==> src/common/marble_pkg.sv <==
/* Shared widths, control FSM states, register map and timing constants for the Marble
   Ethernet test path, referenced by scoped name from every RTL block */
package marble_pkg;

	// One GMII byte, one RGMII half-word
	typedef logic [7:0] gmii_byte_t;
	typedef logic [3:0] rgmii_nibble_t;

	// Bit 0 auto-repeat, bit 1 VCXO disable, bits 3:2 spare
	typedef logic [3:0] ext_config_t;

	// Payload length in bytes
	typedef logic [7:0] frame_len_t;

	// Completed frames, wraps at 256
	typedef logic [7:0] frame_count_t;

	typedef logic [7:0] led_t;
	typedef logic [7:0] spi_addr_t;

	// Control sequencer states
	typedef enum logic [2:0] {
		phy_reset,
		phy_settle,
		idle,
		sending,
		gap
	} ctrl_state_t;

	// PHY bring-up, in tx_clk cycles
	localparam int PHY_RESET_CYCLES = 64;
	localparam int PHY_SETTLE_CYCLES = 32;

	// Idle beats between auto-repeated frames
	localparam int IFG_CYCLES = 12;

	// Frame framing bytes
	localparam int PREAMBLE_LEN = 7;
	localparam gmii_byte_t PREAMBLE_BYTE = 8'h55;
	localparam gmii_byte_t SFD_BYTE = 8'hD5;

	// SPI register map
	localparam spi_addr_t ADDR_CONFIG = 8'd0;
	localparam spi_addr_t ADDR_FRAME_LEN = 8'd1;
	localparam spi_addr_t ADDR_START = 8'd2;

	// Values after reset
	localparam ext_config_t CONFIG_DEFAULT = 4'd0;
	localparam frame_len_t FRAME_LEN_DEFAULT = 8'd16;

	// Divider tap for the heartbeat LED
	localparam int HEARTBEAT_BIT = 23;

endpackage
==> src/source/marble_top.sv <==
/* Marble Ethernet test build top. SPI registers drive a frame generator whose
   GMII stream leaves as RGMII rise and fall halves */
`timescale 1ns/1ps

module marble_top (
	input  logic                      tx_clk,
	input  logic                      arst_n,
	input  logic                      clk_locked,
	input  logic                      SCLK,
	input  logic                      CSB,
	input  logic                      MOSI,
	output logic                      MISO,
	output logic                      PHY_RSTN,
	output marble_pkg::rgmii_nibble_t RGMII_TXD_RISE,
	output marble_pkg::rgmii_nibble_t RGMII_TXD_FALL,
	output logic                      RGMII_CTL_RISE,
	output logic                      RGMII_CTL_FALL,
	output logic                      VCXO_EN,
	output logic                      LD16,
	output logic                      LD17,
	output marble_pkg::led_t          Pmod1
);

	// SPI write port
	logic                   wr_strobe;
	marble_pkg::spi_addr_t  wr_addr;
	marble_pkg::gmii_byte_t wr_data;

	// Control outputs
	logic                     frame_start;
	logic                     frame_done;
	logic                     link_ready;
	marble_pkg::frame_len_t   frame_len;
	marble_pkg::ext_config_t  ext_config;
	marble_pkg::frame_count_t frame_count;

	// GMII between generator and converter
	marble_pkg::gmii_byte_t gmii_txd;
	logic                   gmii_tx_en;
	logic                   gmii_tx_er;

	marble_pkg::led_t leds;

	spi_config_slave spi_i (
		.tx_clk(tx_clk), .arst_n(arst_n),
		.sclk(SCLK), .csb(CSB), .mosi(MOSI), .miso(MISO),
		.frame_count(frame_count),
		.wr_strobe(wr_strobe), .wr_addr(wr_addr), .wr_data(wr_data)
	);

	marble_control control_i (
		.tx_clk(tx_clk), .arst_n(arst_n), .clk_locked(clk_locked),
		.wr_strobe(wr_strobe), .wr_addr(wr_addr), .wr_data(wr_data),
		.frame_done(frame_done), .phy_rstn(PHY_RSTN), .frame_start(frame_start),
		.frame_len(frame_len), .ext_config(ext_config),
		.frame_count(frame_count), .link_ready(link_ready)
	);

	frame_pattern_gen gen_i (
		.tx_clk(tx_clk), .arst_n(arst_n),
		.frame_start(frame_start), .frame_len(frame_len),
		.gmii_txd(gmii_txd), .gmii_tx_en(gmii_tx_en), .gmii_tx_er(gmii_tx_er),
		.frame_done(frame_done)
	);

	rgmii_tx rgmii_i (
		.tx_clk(tx_clk), .arst_n(arst_n),
		.gmii_txd(gmii_txd), .gmii_tx_en(gmii_tx_en), .gmii_tx_er(gmii_tx_er),
		.rgmii_txd_rise(RGMII_TXD_RISE), .rgmii_txd_fall(RGMII_TXD_FALL),
		.rgmii_ctl_rise(RGMII_CTL_RISE), .rgmii_ctl_fall(RGMII_CTL_FALL)
	);

	led_status led_i (
		.tx_clk(tx_clk), .arst_n(arst_n),
		.link_ready(link_ready), .frame_count(frame_count), .leds(leds)
	);

	assign Pmod1 = leds;
	assign LD16  = leds[0];
	assign LD17  = leds[1];

	// Software can switch the 20 MHz VCXO off
	assign VCXO_EN = ~ext_config[1];

endmodule

==> src/source/led_status.sv <==
/* Board LED pattern: heartbeat on bit 0, link ready on bit 1,
   low frame count bits above */
`timescale 1ns/1ps

module led_status (
	input  logic                     tx_clk,
	input  logic                     arst_n,
	input  logic                     link_ready,
	input  marble_pkg::frame_count_t frame_count,
	output marble_pkg::led_t         leds
);

	// Free-running divider, top bit is the heartbeat
	logic [marble_pkg::HEARTBEAT_BIT:0] div_cnt;

	always_ff @(posedge tx_clk or negedge arst_n) begin
		if (!arst_n)
			div_cnt <= '0;
		else
			div_cnt <= div_cnt + 1'b1;
	end

	// Six count bits, link, heartbeat
	assign leds = {frame_count[5:0], link_ready, div_cnt[marble_pkg::HEARTBEAT_BIT]};

endmodule

==> src/source/gmii_to_rgmii/rgmii_tx.sv <==
/* GMII to RGMII transmit split: low nibble for the rising edge, high nibble
   for the falling edge, with the RGMII control encoding per edge */
`timescale 1ns/1ps

module rgmii_tx (
	input  logic                      tx_clk,
	input  logic                      arst_n,
	input  marble_pkg::gmii_byte_t    gmii_txd,
	input  logic                      gmii_tx_en,
	input  logic                      gmii_tx_er,
	output marble_pkg::rgmii_nibble_t rgmii_txd_rise,
	output marble_pkg::rgmii_nibble_t rgmii_txd_fall,
	output logic                      rgmii_ctl_rise,
	output logic                      rgmii_ctl_fall
);

	always_ff @(posedge tx_clk or negedge arst_n) begin
		if (!arst_n) begin
			rgmii_txd_rise <= '0;
			rgmii_txd_fall <= '0;
			rgmii_ctl_rise <= 1'b0;
			rgmii_ctl_fall <= 1'b0;
		end else begin
			// Bits 3:0 go out first
			rgmii_txd_rise <= gmii_txd[3:0];
			rgmii_txd_fall <= gmii_txd[7:4];
			// TX_CTL carries enable on the rise
			rgmii_ctl_rise <= gmii_tx_en;
			// and enable XOR error on the fall
			rgmii_ctl_fall <= gmii_tx_en ^ gmii_tx_er;
		end
	end

endmodule

==> src/source/frame_pattern_gen.sv <==
/* GMII test frame source. A start pulse launches preamble, SFD and an
   incrementing payload of the programmed length, one byte per tx_clk */
`timescale 1ns/1ps

module frame_pattern_gen (
	input  logic                   tx_clk,
	input  logic                   arst_n,
	input  logic                   frame_start,
	input  marble_pkg::frame_len_t frame_len,
	output marble_pkg::gmii_byte_t gmii_txd,
	output logic                   gmii_tx_en,
	output logic                   gmii_tx_er,
	output logic                   frame_done
);

	// Position of the byte to be emitted next
	// Up to 8 header bytes plus 255 payload bytes
	logic [8:0] pos;

	// Length latched for the whole frame
	marble_pkg::frame_len_t len_q;

	// Position of the last payload byte
	logic [8:0] last_pos;

	// Header takes positions 0 to 7 and the SFD sits at PREAMBLE_LEN
	assign last_pos = 9'(marble_pkg::PREAMBLE_LEN) + {1'b0, len_q};

	always_ff @(posedge tx_clk) begin
		if (frame_start)
			len_q <= frame_len;
	end

	always_ff @(posedge tx_clk or negedge arst_n) begin
		if (!arst_n) begin
			pos        <= '0;
			gmii_txd   <= '0;
			gmii_tx_en <= 1'b0;
			gmii_tx_er <= 1'b0;
			frame_done <= 1'b0;
		end else begin
			// No error signalling in the test pattern
			gmii_tx_er <= 1'b0;
			if (frame_start) begin
				// First preamble byte goes out right away
				pos        <= 9'd1;
				gmii_txd   <= marble_pkg::PREAMBLE_BYTE;
				gmii_tx_en <= 1'b1;
				frame_done <= 1'b0;
			end else if (gmii_tx_en && !frame_done) begin
				pos <= pos + 9'd1;
				if (pos < 9'(marble_pkg::PREAMBLE_LEN)) begin
					gmii_txd <= marble_pkg::PREAMBLE_BYTE;
				end else if (pos == 9'(marble_pkg::PREAMBLE_LEN)) begin
					gmii_txd <= marble_pkg::SFD_BYTE;
				end else begin
					// Payload byte k carries k
					gmii_txd <= 8'(pos - 9'(marble_pkg::PREAMBLE_LEN + 1));
					// A zero length still sends one payload byte
					if (pos >= last_pos)
						frame_done <= 1'b1;
				end
			end else begin
				// Frame over or never started
				pos        <= '0;
				gmii_txd   <= '0;
				gmii_tx_en <= 1'b0;
				frame_done <= 1'b0;
			end
		end
	end

endmodule

==> src/source/marble_control.sv <==
/* Board sequencer: PHY reset after clock lock, frame launch FSM, and the
   software registers written over SPI */
`timescale 1ns/1ps

module marble_control (
	input  logic                     tx_clk,
	input  logic                     arst_n,
	input  logic                     clk_locked,
	input  logic                     wr_strobe,
	input  marble_pkg::spi_addr_t    wr_addr,
	input  marble_pkg::gmii_byte_t   wr_data,
	input  logic                     frame_done,
	output logic                     phy_rstn,
	output logic                     frame_start,
	output marble_pkg::frame_len_t   frame_len,
	output marble_pkg::ext_config_t  ext_config,
	output marble_pkg::frame_count_t frame_count,
	output logic                     link_ready
);

	marble_pkg::ctrl_state_t state;

	// Shared by reset, settle and gap timing, 64 is the longest count
	logic [6:0] delay_cnt;

	logic start_wr;
	logic start_pending;
	logic auto_repeat;
	logic launch_idle;
	logic launch_gap;

	assign start_wr    = wr_strobe && (wr_addr == marble_pkg::ADDR_START);
	assign auto_repeat = ext_config[0];

	// A start either arrives now or was held back while busy
	assign launch_idle = (state == marble_pkg::idle) && (start_wr || start_pending);
	assign launch_gap  = (state == marble_pkg::gap) && auto_repeat &&
		(delay_cnt == 7'(marble_pkg::IFG_CYCLES - 1));

	assign link_ready = (state == marble_pkg::idle) || (state == marble_pkg::sending) ||
		(state == marble_pkg::gap);

	// Register writes
	always_ff @(posedge tx_clk or negedge arst_n) begin
		if (!arst_n) begin
			ext_config <= marble_pkg::CONFIG_DEFAULT;
			frame_len  <= marble_pkg::FRAME_LEN_DEFAULT;
		end else if (wr_strobe) begin
			if (wr_addr == marble_pkg::ADDR_CONFIG)
				ext_config <= wr_data[3:0];
			if (wr_addr == marble_pkg::ADDR_FRAME_LEN)
				frame_len <= wr_data;
		end
	end

	// Pending start and frame counter
	always_ff @(posedge tx_clk or negedge arst_n) begin
		if (!arst_n) begin
			start_pending <= 1'b0;
			frame_count   <= '0;
		end else begin
			if (launch_idle)
				start_pending <= 1'b0;
			else if (start_wr)
				start_pending <= 1'b1;
			if (frame_done)
				frame_count <= frame_count + 8'd1;
		end
	end

	// Main sequencer
	always_ff @(posedge tx_clk or negedge arst_n) begin
		if (!arst_n) begin
			state       <= marble_pkg::phy_reset;
			delay_cnt   <= '0;
			phy_rstn    <= 1'b0;
			frame_start <= 1'b0;
		end else begin
			frame_start <= launch_idle || launch_gap;
			case (state)
				marble_pkg::phy_reset: begin
					// Hold the PHY in reset until the clock has been locked long enough
					if (clk_locked) begin
						if (delay_cnt == 7'(marble_pkg::PHY_RESET_CYCLES - 1)) begin
							delay_cnt <= '0;
							phy_rstn  <= 1'b1;
							state     <= marble_pkg::phy_settle;
						end else begin
							delay_cnt <= delay_cnt + 7'd1;
						end
					end
				end
				marble_pkg::phy_settle: begin
					if (delay_cnt == 7'(marble_pkg::PHY_SETTLE_CYCLES - 1)) begin
						delay_cnt <= '0;
						state     <= marble_pkg::idle;
					end else begin
						delay_cnt <= delay_cnt + 7'd1;
					end
				end
				marble_pkg::idle: begin
					if (launch_idle)
						state <= marble_pkg::sending;
				end
				marble_pkg::sending: begin
					if (frame_done) begin
						delay_cnt <= '0;
						state     <= auto_repeat ? marble_pkg::gap : marble_pkg::idle;
					end
				end
				marble_pkg::gap: begin
					// Dropping auto-repeat mid gap ends the stream
					if (!auto_repeat)
						state <= marble_pkg::idle;
					else if (launch_gap)
						state <= marble_pkg::sending;
					else
						delay_cnt <= delay_cnt + 7'd1;
				end
				default: state <= marble_pkg::phy_reset;
			endcase
		end
	end

endmodule

==> src/source/mmc_spi/spi_config_slave.sv <==
/* SPI write port from the microcontroller, oversampled in tx_clk.
   Takes 16-bit address/data frames and shifts the frame count back on MISO */
`timescale 1ns/1ps

module spi_config_slave (
	input  logic                     tx_clk,
	input  logic                     arst_n,
	input  logic                     sclk,
	input  logic                     csb,
	input  logic                     mosi,
	input  marble_pkg::frame_count_t frame_count,
	output logic                     miso,
	output logic                     wr_strobe,
	output marble_pkg::spi_addr_t    wr_addr,
	output marble_pkg::gmii_byte_t   wr_data
);

	// Two-flop synchronizers plus one more SCLK stage for edge detect
	logic [1:0] sclk_sync;
	logic [1:0] csb_sync;
	logic [1:0] mosi_sync;
	logic       sclk_d;
	logic       sclk_rise;
	logic       sclk_fall;
	logic       cs_active;

	// Received bits with the first one ending up on top
	logic [14:0] shift_in;
	logic [4:0]  bit_cnt;

	// Readback shifter
	marble_pkg::frame_count_t miso_sr;

	always_ff @(posedge tx_clk or negedge arst_n) begin
		if (!arst_n) begin
			sclk_sync <= 2'b00;
			// Chip select idles high
			csb_sync  <= 2'b11;
			mosi_sync <= 2'b00;
			sclk_d    <= 1'b0;
		end else begin
			sclk_sync <= {sclk_sync[0], sclk};
			csb_sync  <= {csb_sync[0], csb};
			mosi_sync <= {mosi_sync[0], mosi};
			sclk_d    <= sclk_sync[1];
		end
	end

	assign sclk_rise = sclk_sync[1] & ~sclk_d;
	assign sclk_fall = ~sclk_sync[1] & sclk_d;
	assign cs_active = ~csb_sync[1];

	// Bit counter and write strobe
	// Counter parks at 16 until CSB goes high so extra bits cannot strobe again
	always_ff @(posedge tx_clk or negedge arst_n) begin
		if (!arst_n) begin
			bit_cnt   <= 5'd0;
			wr_strobe <= 1'b0;
		end else begin
			wr_strobe <= 1'b0;
			if (!cs_active) begin
				bit_cnt <= 5'd0;
			end else if (sclk_rise && bit_cnt != 5'd16) begin
				bit_cnt <= bit_cnt + 5'd1;
				// Last bit of the frame
				if (bit_cnt == 5'd15)
					wr_strobe <= 1'b1;
			end
		end
	end

	// Data path shifts in MSB first on each rising edge
	always_ff @(posedge tx_clk) begin
		if (cs_active && sclk_rise && bit_cnt != 5'd16) begin
			shift_in <= {shift_in[13:0], mosi_sync[1]};
			if (bit_cnt == 5'd15) begin
				wr_addr <= shift_in[14:7];
				wr_data <= {shift_in[6:0], mosi_sync[1]};
			end
		end
	end

	// MISO changes on falling edges so the master samples it on the next rise
	always_ff @(posedge tx_clk or negedge arst_n) begin
		if (!arst_n) begin
			miso    <= 1'b0;
			miso_sr <= '0;
		end else if (!cs_active) begin
			miso <= 1'b0;
		end else if (sclk_fall) begin
			if (bit_cnt == 5'd8) begin
				// Address done so the count goes out during the data byte
				miso    <= frame_count[7];
				miso_sr <= {frame_count[6:0], 1'b0};
			end else if (bit_cnt > 5'd8 && bit_cnt < 5'd16) begin
				miso    <= miso_sr[7];
				miso_sr <= {miso_sr[6:0], 1'b0};
			end else begin
				miso <= 1'b0;
			end
		end
	end

endmodule

==> config.mk <==
export PLATFORM = sky130hd
export DESIGN_NAME = marble_top
export DESIGN_NICKNAME = d
export VERILOG_FILES = /design/src/common/marble_pkg.sv /design/src/source/marble_top.sv /design/src/source/led_status.sv /design/src/source/gmii_to_rgmii/rgmii_tx.sv /design/src/source/frame_pattern_gen.sv /design/src/source/marble_control.sv /design/src/source/mmc_spi/spi_config_slave.sv
export SDC_FILE = /design/constraint.sdc
export NUM_CORES = 1
export LEC_CHECK = 0
export BUFFER_PORTS_ARGS = -buffer_cell sky130_fd_sc_hd__buf_2
export CAP_MARGIN = 20
export CORE_MARGIN = 2
export CORE_UTILIZATION = 45
export CTS_BUF_LIST = sky130_fd_sc_hd__clkbuf_16
export CTS_CLUSTER_SIZE = 40
export DETAILED_ROUTE_END_ITERATION = 10
export GPL_TIMING_DRIVEN = 0
export PLACE_DENSITY_LB_ADDON = 0.08
export SYNTH_ARGS = -nofsm -noshare
export SYNTH_HDL_FRONTEND = slang
export SYNTH_HIERARCHICAL = 1
export SYNTH_SLANG_ARGS = --single-unit
==> constraint.sdc <==
create_clock -name tx_clk -period 1.86 [get_ports tx_clk]
set_input_delay 0.093 -clock tx_clk [delete_from_list [all_inputs] [get_ports tx_clk]]
set_output_delay 0.093 -clock tx_clk [all_outputs]
set_load 0.02 [all_outputs]
# ---- Word level (Yosys, flattened, before mapping)
# Index checks and enable logic that the tools add are counted.
dict set report totals {
  regBits 144
  output_inout_bits 23
  elab_cells 141
}
dict set report classes {
  n_addsub 7
  order_cmp 4
  n_eq_ne 25
  n_mux 42
  bitwise 6
  reduce_logical 29
}
# cell count
set ops {}
lappend ops {{$mux 8} 6}
lappend ops {{$mux 7} 6}
lappend ops {{$pmux 7 s4} 1}
lappend ops {{$add 24x1->24 const B} 1}
lappend ops {{$mux 3} 8}
lappend ops {{$mux 9} 2}
lappend ops {{$mux 1} 16}
lappend ops {{$pmux 3 s5} 1}
lappend ops {{$ne 3x3->1 const B} 4}
lappend ops {{$eq 5x4->1 const B} 2}
lappend ops {{$mux 5} 2}
lappend ops {{$ne 2x1->1 const B} 5}
lappend ops {{$add 3x8->9 const A} 1}
lappend ops {{$add 9x1->9 const B} 1}
lappend ops {{$eq 9x3->1 const B} 1}
lappend ops {{$ge 9x9->1} 1}
lappend ops {{$logic_and 1x1->1} 9}
lappend ops {{$lt 9x3->1 const B} 1}
lappend ops {{$reduce_and 3->1} 3}
lappend ops {{$add 8x1->8 const B} 1}
lappend ops {{$eq 8x1->1 const B} 1}
lappend ops {{$eq 8x2->1 const B} 1}
lappend ops {{$logic_not 8->1} 1}
lappend ops {{$reduce_bool 2->1} 4}
lappend ops {{22 further kinds} 34}

# ---- Logic depth before layout (Yosys ltp)
dict set report depth {
  word_depth 7
  depth_mapped 10
}

# ---- By module
# The synthesis kept the hierarchy.
# module instances cells_per_inst area_per_inst_um2 seq_area_each_um2
set modules_own_cells {}
lappend modules_own_cells {spi_config_slave 1 102 1915.6 1458.9}
lappend modules_own_cells {marble_control 1 159 1656.6 827.0}
lappend modules_own_cells {frame_pattern_gen 1 138 1448.9 715.7}
lappend modules_own_cells {led_status 1 91 1081.0 600.6}
lappend modules_own_cells {rgmii_tx 1 11 259.0 250.2}
lappend modules_own_cells {marble_top 1 3 18.8 0.0}

# ---- Worst setup path before layout
# No wires, ideal clock.
dict set report synth_timing {
  path_kind {reg2reg}
  start {register gen_i.len_q[2]}
  end {register gen_i.frame_done}
  arrival_ns 1.832
  required_time_ns 1.721
  slack_ns -0.111
  stages_incl_launch_ff 9
  period_less_slack_ns 1.971
  path_cell_list {edfxtp_1 or3_1 nand3_1 xor2_1 ha_1 a21oi_1 nand2_1 a211oi_1 a21oi_1}
}
dict set report synth_between {
  elab_chain_len 4
}
# item line
set synth_lines {}
lappend synth_lines {{start, declared} frame_pattern_gen.sv:21} ;# marble_pkg::frame_len_t len_q;
lappend synth_lines {{start signal, assigned} frame_pattern_gen.sv:31} ;# len_q <= frame_len;
lappend synth_lines {{$add 3x8->9} frame_pattern_gen.sv:27} ;# assign last_pos = 9'(marble_pkg::PREAMBLE_LEN) + {1'b0, len_q};
lappend synth_lines {{$ge 9x9->1} frame_pattern_gen.sv:60} ;# if (pos >= last_pos)
lappend synth_lines {{$ne 3x3->1 (no source line)} -}
lappend synth_lines {{$reduce_and 3->1 (no source line)} -}
lappend synth_lines {{end signal, assigned} frame_pattern_gen.sv:40} ;# frame_done <= 1'b0;
lappend synth_lines {{end signal, assigned} frame_pattern_gen.sv:61} ;# frame_done <= 1'b1;
lappend synth_lines {{end signal, assigned} frame_pattern_gen.sv:68} ;# frame_done <= 1'b0;
lappend synth_lines {{end, declared} frame_pattern_gen.sv:13} ;# output logic frame_done
# No other way between the ends.
# A chain may end at the register's enable or synchronous reset.

# ---- Worst setup path in the final report
# Ends and elaborated chain as after synthesis.

==> summary.txt <==
Power and ir drop
  – Power Density: 931 mW/mm²
  – Pint: 0.00564 W
  – Leakage: 3.51 nW
  – Combinational power share: 4.3%
  – Clk pwr share: 48.5%
  – Net load switching power: 0.00152 W
  – Sequential power share: 47.1%
  – Total Power: 0.00716 W
  – Maximum VDD drop: 0.887 mV
  – Net Sw Frac: 21.2%

STA
  – Final Slew Violations: 0
  – Slew @ Worst Pin: 0.559 ns
  – Fmax: 0.511 GHz
  – Final hold vios: 0
  – Final setup viols: 5
  – Period utilization: 105%
  – Final min period: 1.96 ns
  – Hold_ws: 0.182 ns
  – Slew margin rel.: 62.7%
  – Clock skew: 0.00618 ns
  – Slack of the critical path: -0.0984 ns
  – Unrepaired setup endpoints after global routing: true
  – Setup TNS: -0.280 ns

Synthesis
  – Synth Area per Inst: 12.6 µm²
  – Mapped cell area: 0.00631 mm²
  – Synthesized instance count: 500
  – Synth Net Count: 526
  – Synthesis Warnings: 6

Critical path
  – Slowest CP cell: or3_4
  – WS Path Type: flop to flop
  – Worst reg-to-reg path cell count: 8
  – Slowest cell delay on critical path: 0.42 ns
  – Crit-path max FO: 3
  – Worst path required time: 2.13 ns
  – CP Cell Sequence: or3_4, nand3_2, xor2_1, ha_1, a21oi_1, nand2_1, a211oi_2, a21oi_1
  – Origin of the critical flop-to-flop path: gen_i/len_q[2]$_DFFE_PP_
  – R2R Path End: gen_i/frame_done$_DFFE_PN0P_
  – Crit path arrival time: 2.23 ns
  – CP most frequent cell: a21oi_1
  – Crit. End Element: flop
  – Critical Path Start Type: flop
  – R2R Setup Slk: -0.1 ns

Routing
  – 1st-iter DRT viols: 301
  – Residual DRC count: 0
  – DR vias: 3884
  – Router iterations before antenna repair: 5
  – Drt via density: 5.08
  – WL/cell: 13.9 µm
  – Final WL: 10600 µm
  – Post-DRT Antenna Nets: 0

CTS
  – Clock sink count: 144
  – H-tree levels: 4
  – Clk pin slew, worst setup/hold paths: 0.06 ns
  – CTS max path bufs: 2
  – Worst skew pair latency: 0.41 ns
  – Cts bufs inserted: 17
  – CTS tree: yes
  – CTS root buffer: clkbuf_16

GRT
  – Vias in the first global route: 3728
  – Initial antenna violation count: 0
  – Global-route wire length before repair: 17900 µm
  – Gr ovfl total: 0
  – Total track usage: 15.4%
  – Pin count of the biggest net entering global routing: 71

Die
  – Die area: 0.0150 mm²
  – Rows: 43
  – Starting Density: 45.8%
  – Die Span Y: 122 µm
  – Core ar.: 0.0138 mm²
  – Die Wd: 122 µm
  – Io pins: 29

Placed design
  – Gpl congestion: 0.823
  – Placed cell count: 709
  – DP Wirelength: 6750 µm
  – # port buffers: 28

Cells and area
  – Final instance count without filler cells: 764
  – Share of cells above drive strength 1: 29.3%
  – Fin nets: 597
  – Antenna Cells: 0
  – Fin util: 55.8%
  – Area Overhead vs Synth: 21.8%

Outcome
  – Outcome: complete, but fails checks
  – Failing checks: setup timing

Worst hold path
  – Min-Delay Path Class: input port to asynchronous set/reset pin

Flow run
  – Max-cap violation count: 0
==> per-layer routing <==
layer  vias to the layer above  track usage (%)  share of wire (%)
li1                       1902                -                  -
met1                      1910             20.7                 49
met2                        53             23.1                 46
met3                        19             4.93                3.3
met4                         0             6.68                1.9
met5                         -                0                  0
==> worst max path at each step <==
stage,from,endpoint,slack (ns),depth (start not counted)
4_1_cts,gen_i/len_q[1]$_DFFE_PP_,gen_i/frame_done$_DFFE_PN0P_,-0.14,10
3_5_place_dp,spi_i/wr_addr[7]$_DFFE_PP_,control_i/frame_len[7]$_DFFE_PN0P_,-0.30,4
2_1_floorplan,gen_i/len_q[0]$_DFFE_PP_,gen_i/frame_done$_DFFE_PN0P_,-0.04,8
6_report,gen_i/len_q[2]$_DFFE_PP_,gen_i/frame_done$_DFFE_PN0P_,-0.1,8
5_1_grt,gen_i/len_q[0]$_DFFE_PP_,gen_i/frame_done$_DFFE_PN0P_,-0.25,10
3_3_place_gp,arst_n,spi_i/sclk_sync[0]$_DFF_PN0_,-0.54,1
==> state kept, by name (all words and copies together) (netlist names), 7 cells and up <==
register,flops
spi_i/wr_addr,8
gen_i/len_q,8
gen_i/pos,9
control_i/frame_len,8
spi_i/shift_in,15
led_i/div_cnt,24
spi_i/miso_sr,7
control_i/delay_cnt,7
control_i/frame_count,8
spi_i/wr_data,8
gen_i/gmii_txd,8
==> power groups by stage <==
stage | sequential [W] | clock [W] | combinational, W
final | 0.00337 | 0.00347 | 0.000310
after global routing | 0.00338 | 0.00372 | 0.000348
after CTS | 0.00337 | 0.00358 | 0.000269
after detailed placement | 0.00343 | 0 | 0.000231
after global placement | 0.00343 | 0 | 0.000218
after floorplan | 0.00342 | 0 | 0.000140
==> cells in the final DEF (no fill, tap or decap), drive strengths merged, types with 4 or more instances in the layout <==
cell type,count
nand3,23
or2,4
and3,14
clkinv,5
xor2,15
a21oi,14
nand2,34
nand2b,7
ha,20
dfrtp,102
dlygate4sd3,5
or3,5
mux2,26
nor3,10
nand4,16
clkbuf,19
mux2i,4
nor2,36
buf,66
xnor2,31
inv,24
o21ai,11
edfxtp,39
==> final cells by class <==
type | count | area, µm²
plain buffers | 19 | 139
clock inverters | 14 | 164
multi-input cells | 315 | 2440
well taps | 180 | 225
clock buffers | 18 | 450
repair buffers | 53 | 383
fillers | 1185 | 6090
inverters | 21 | 78.8
flip-flops and latches | 144 | 3810
==> critical path: cells and delay by family, from the launching register on <==
kind | cells | cell delay [ns]
compound gates | 3 | 0.42
simple gates | 3 | 0.59
flops | 1 | 0.39
fa+ha+maj | 1 | 0.27
xor+xnor | 1 | 0.14
==> stage by stage <==
stage / area, µm² / worst slack, ns
floorplan: 6320 / -0.0358
global placement: 6690 / -0.539
CTS: 7490 / -0.139
detailed placement: 6720 / -0.302
global route: 7680 / -0.250
finish: 7680 / -0.0984
==> what timing repair did <==
item	4_1_cts	5_1_grt
gates cloned	2	0
hold buffers	5	0
setup buffers	8	11
endpoints found under the setup margin	49	48
resized for setup	20	24
endpoints found under the hold margin	39	0
pin swaps	15	21
Note: power is estimated with default switching activity, not from simulation.
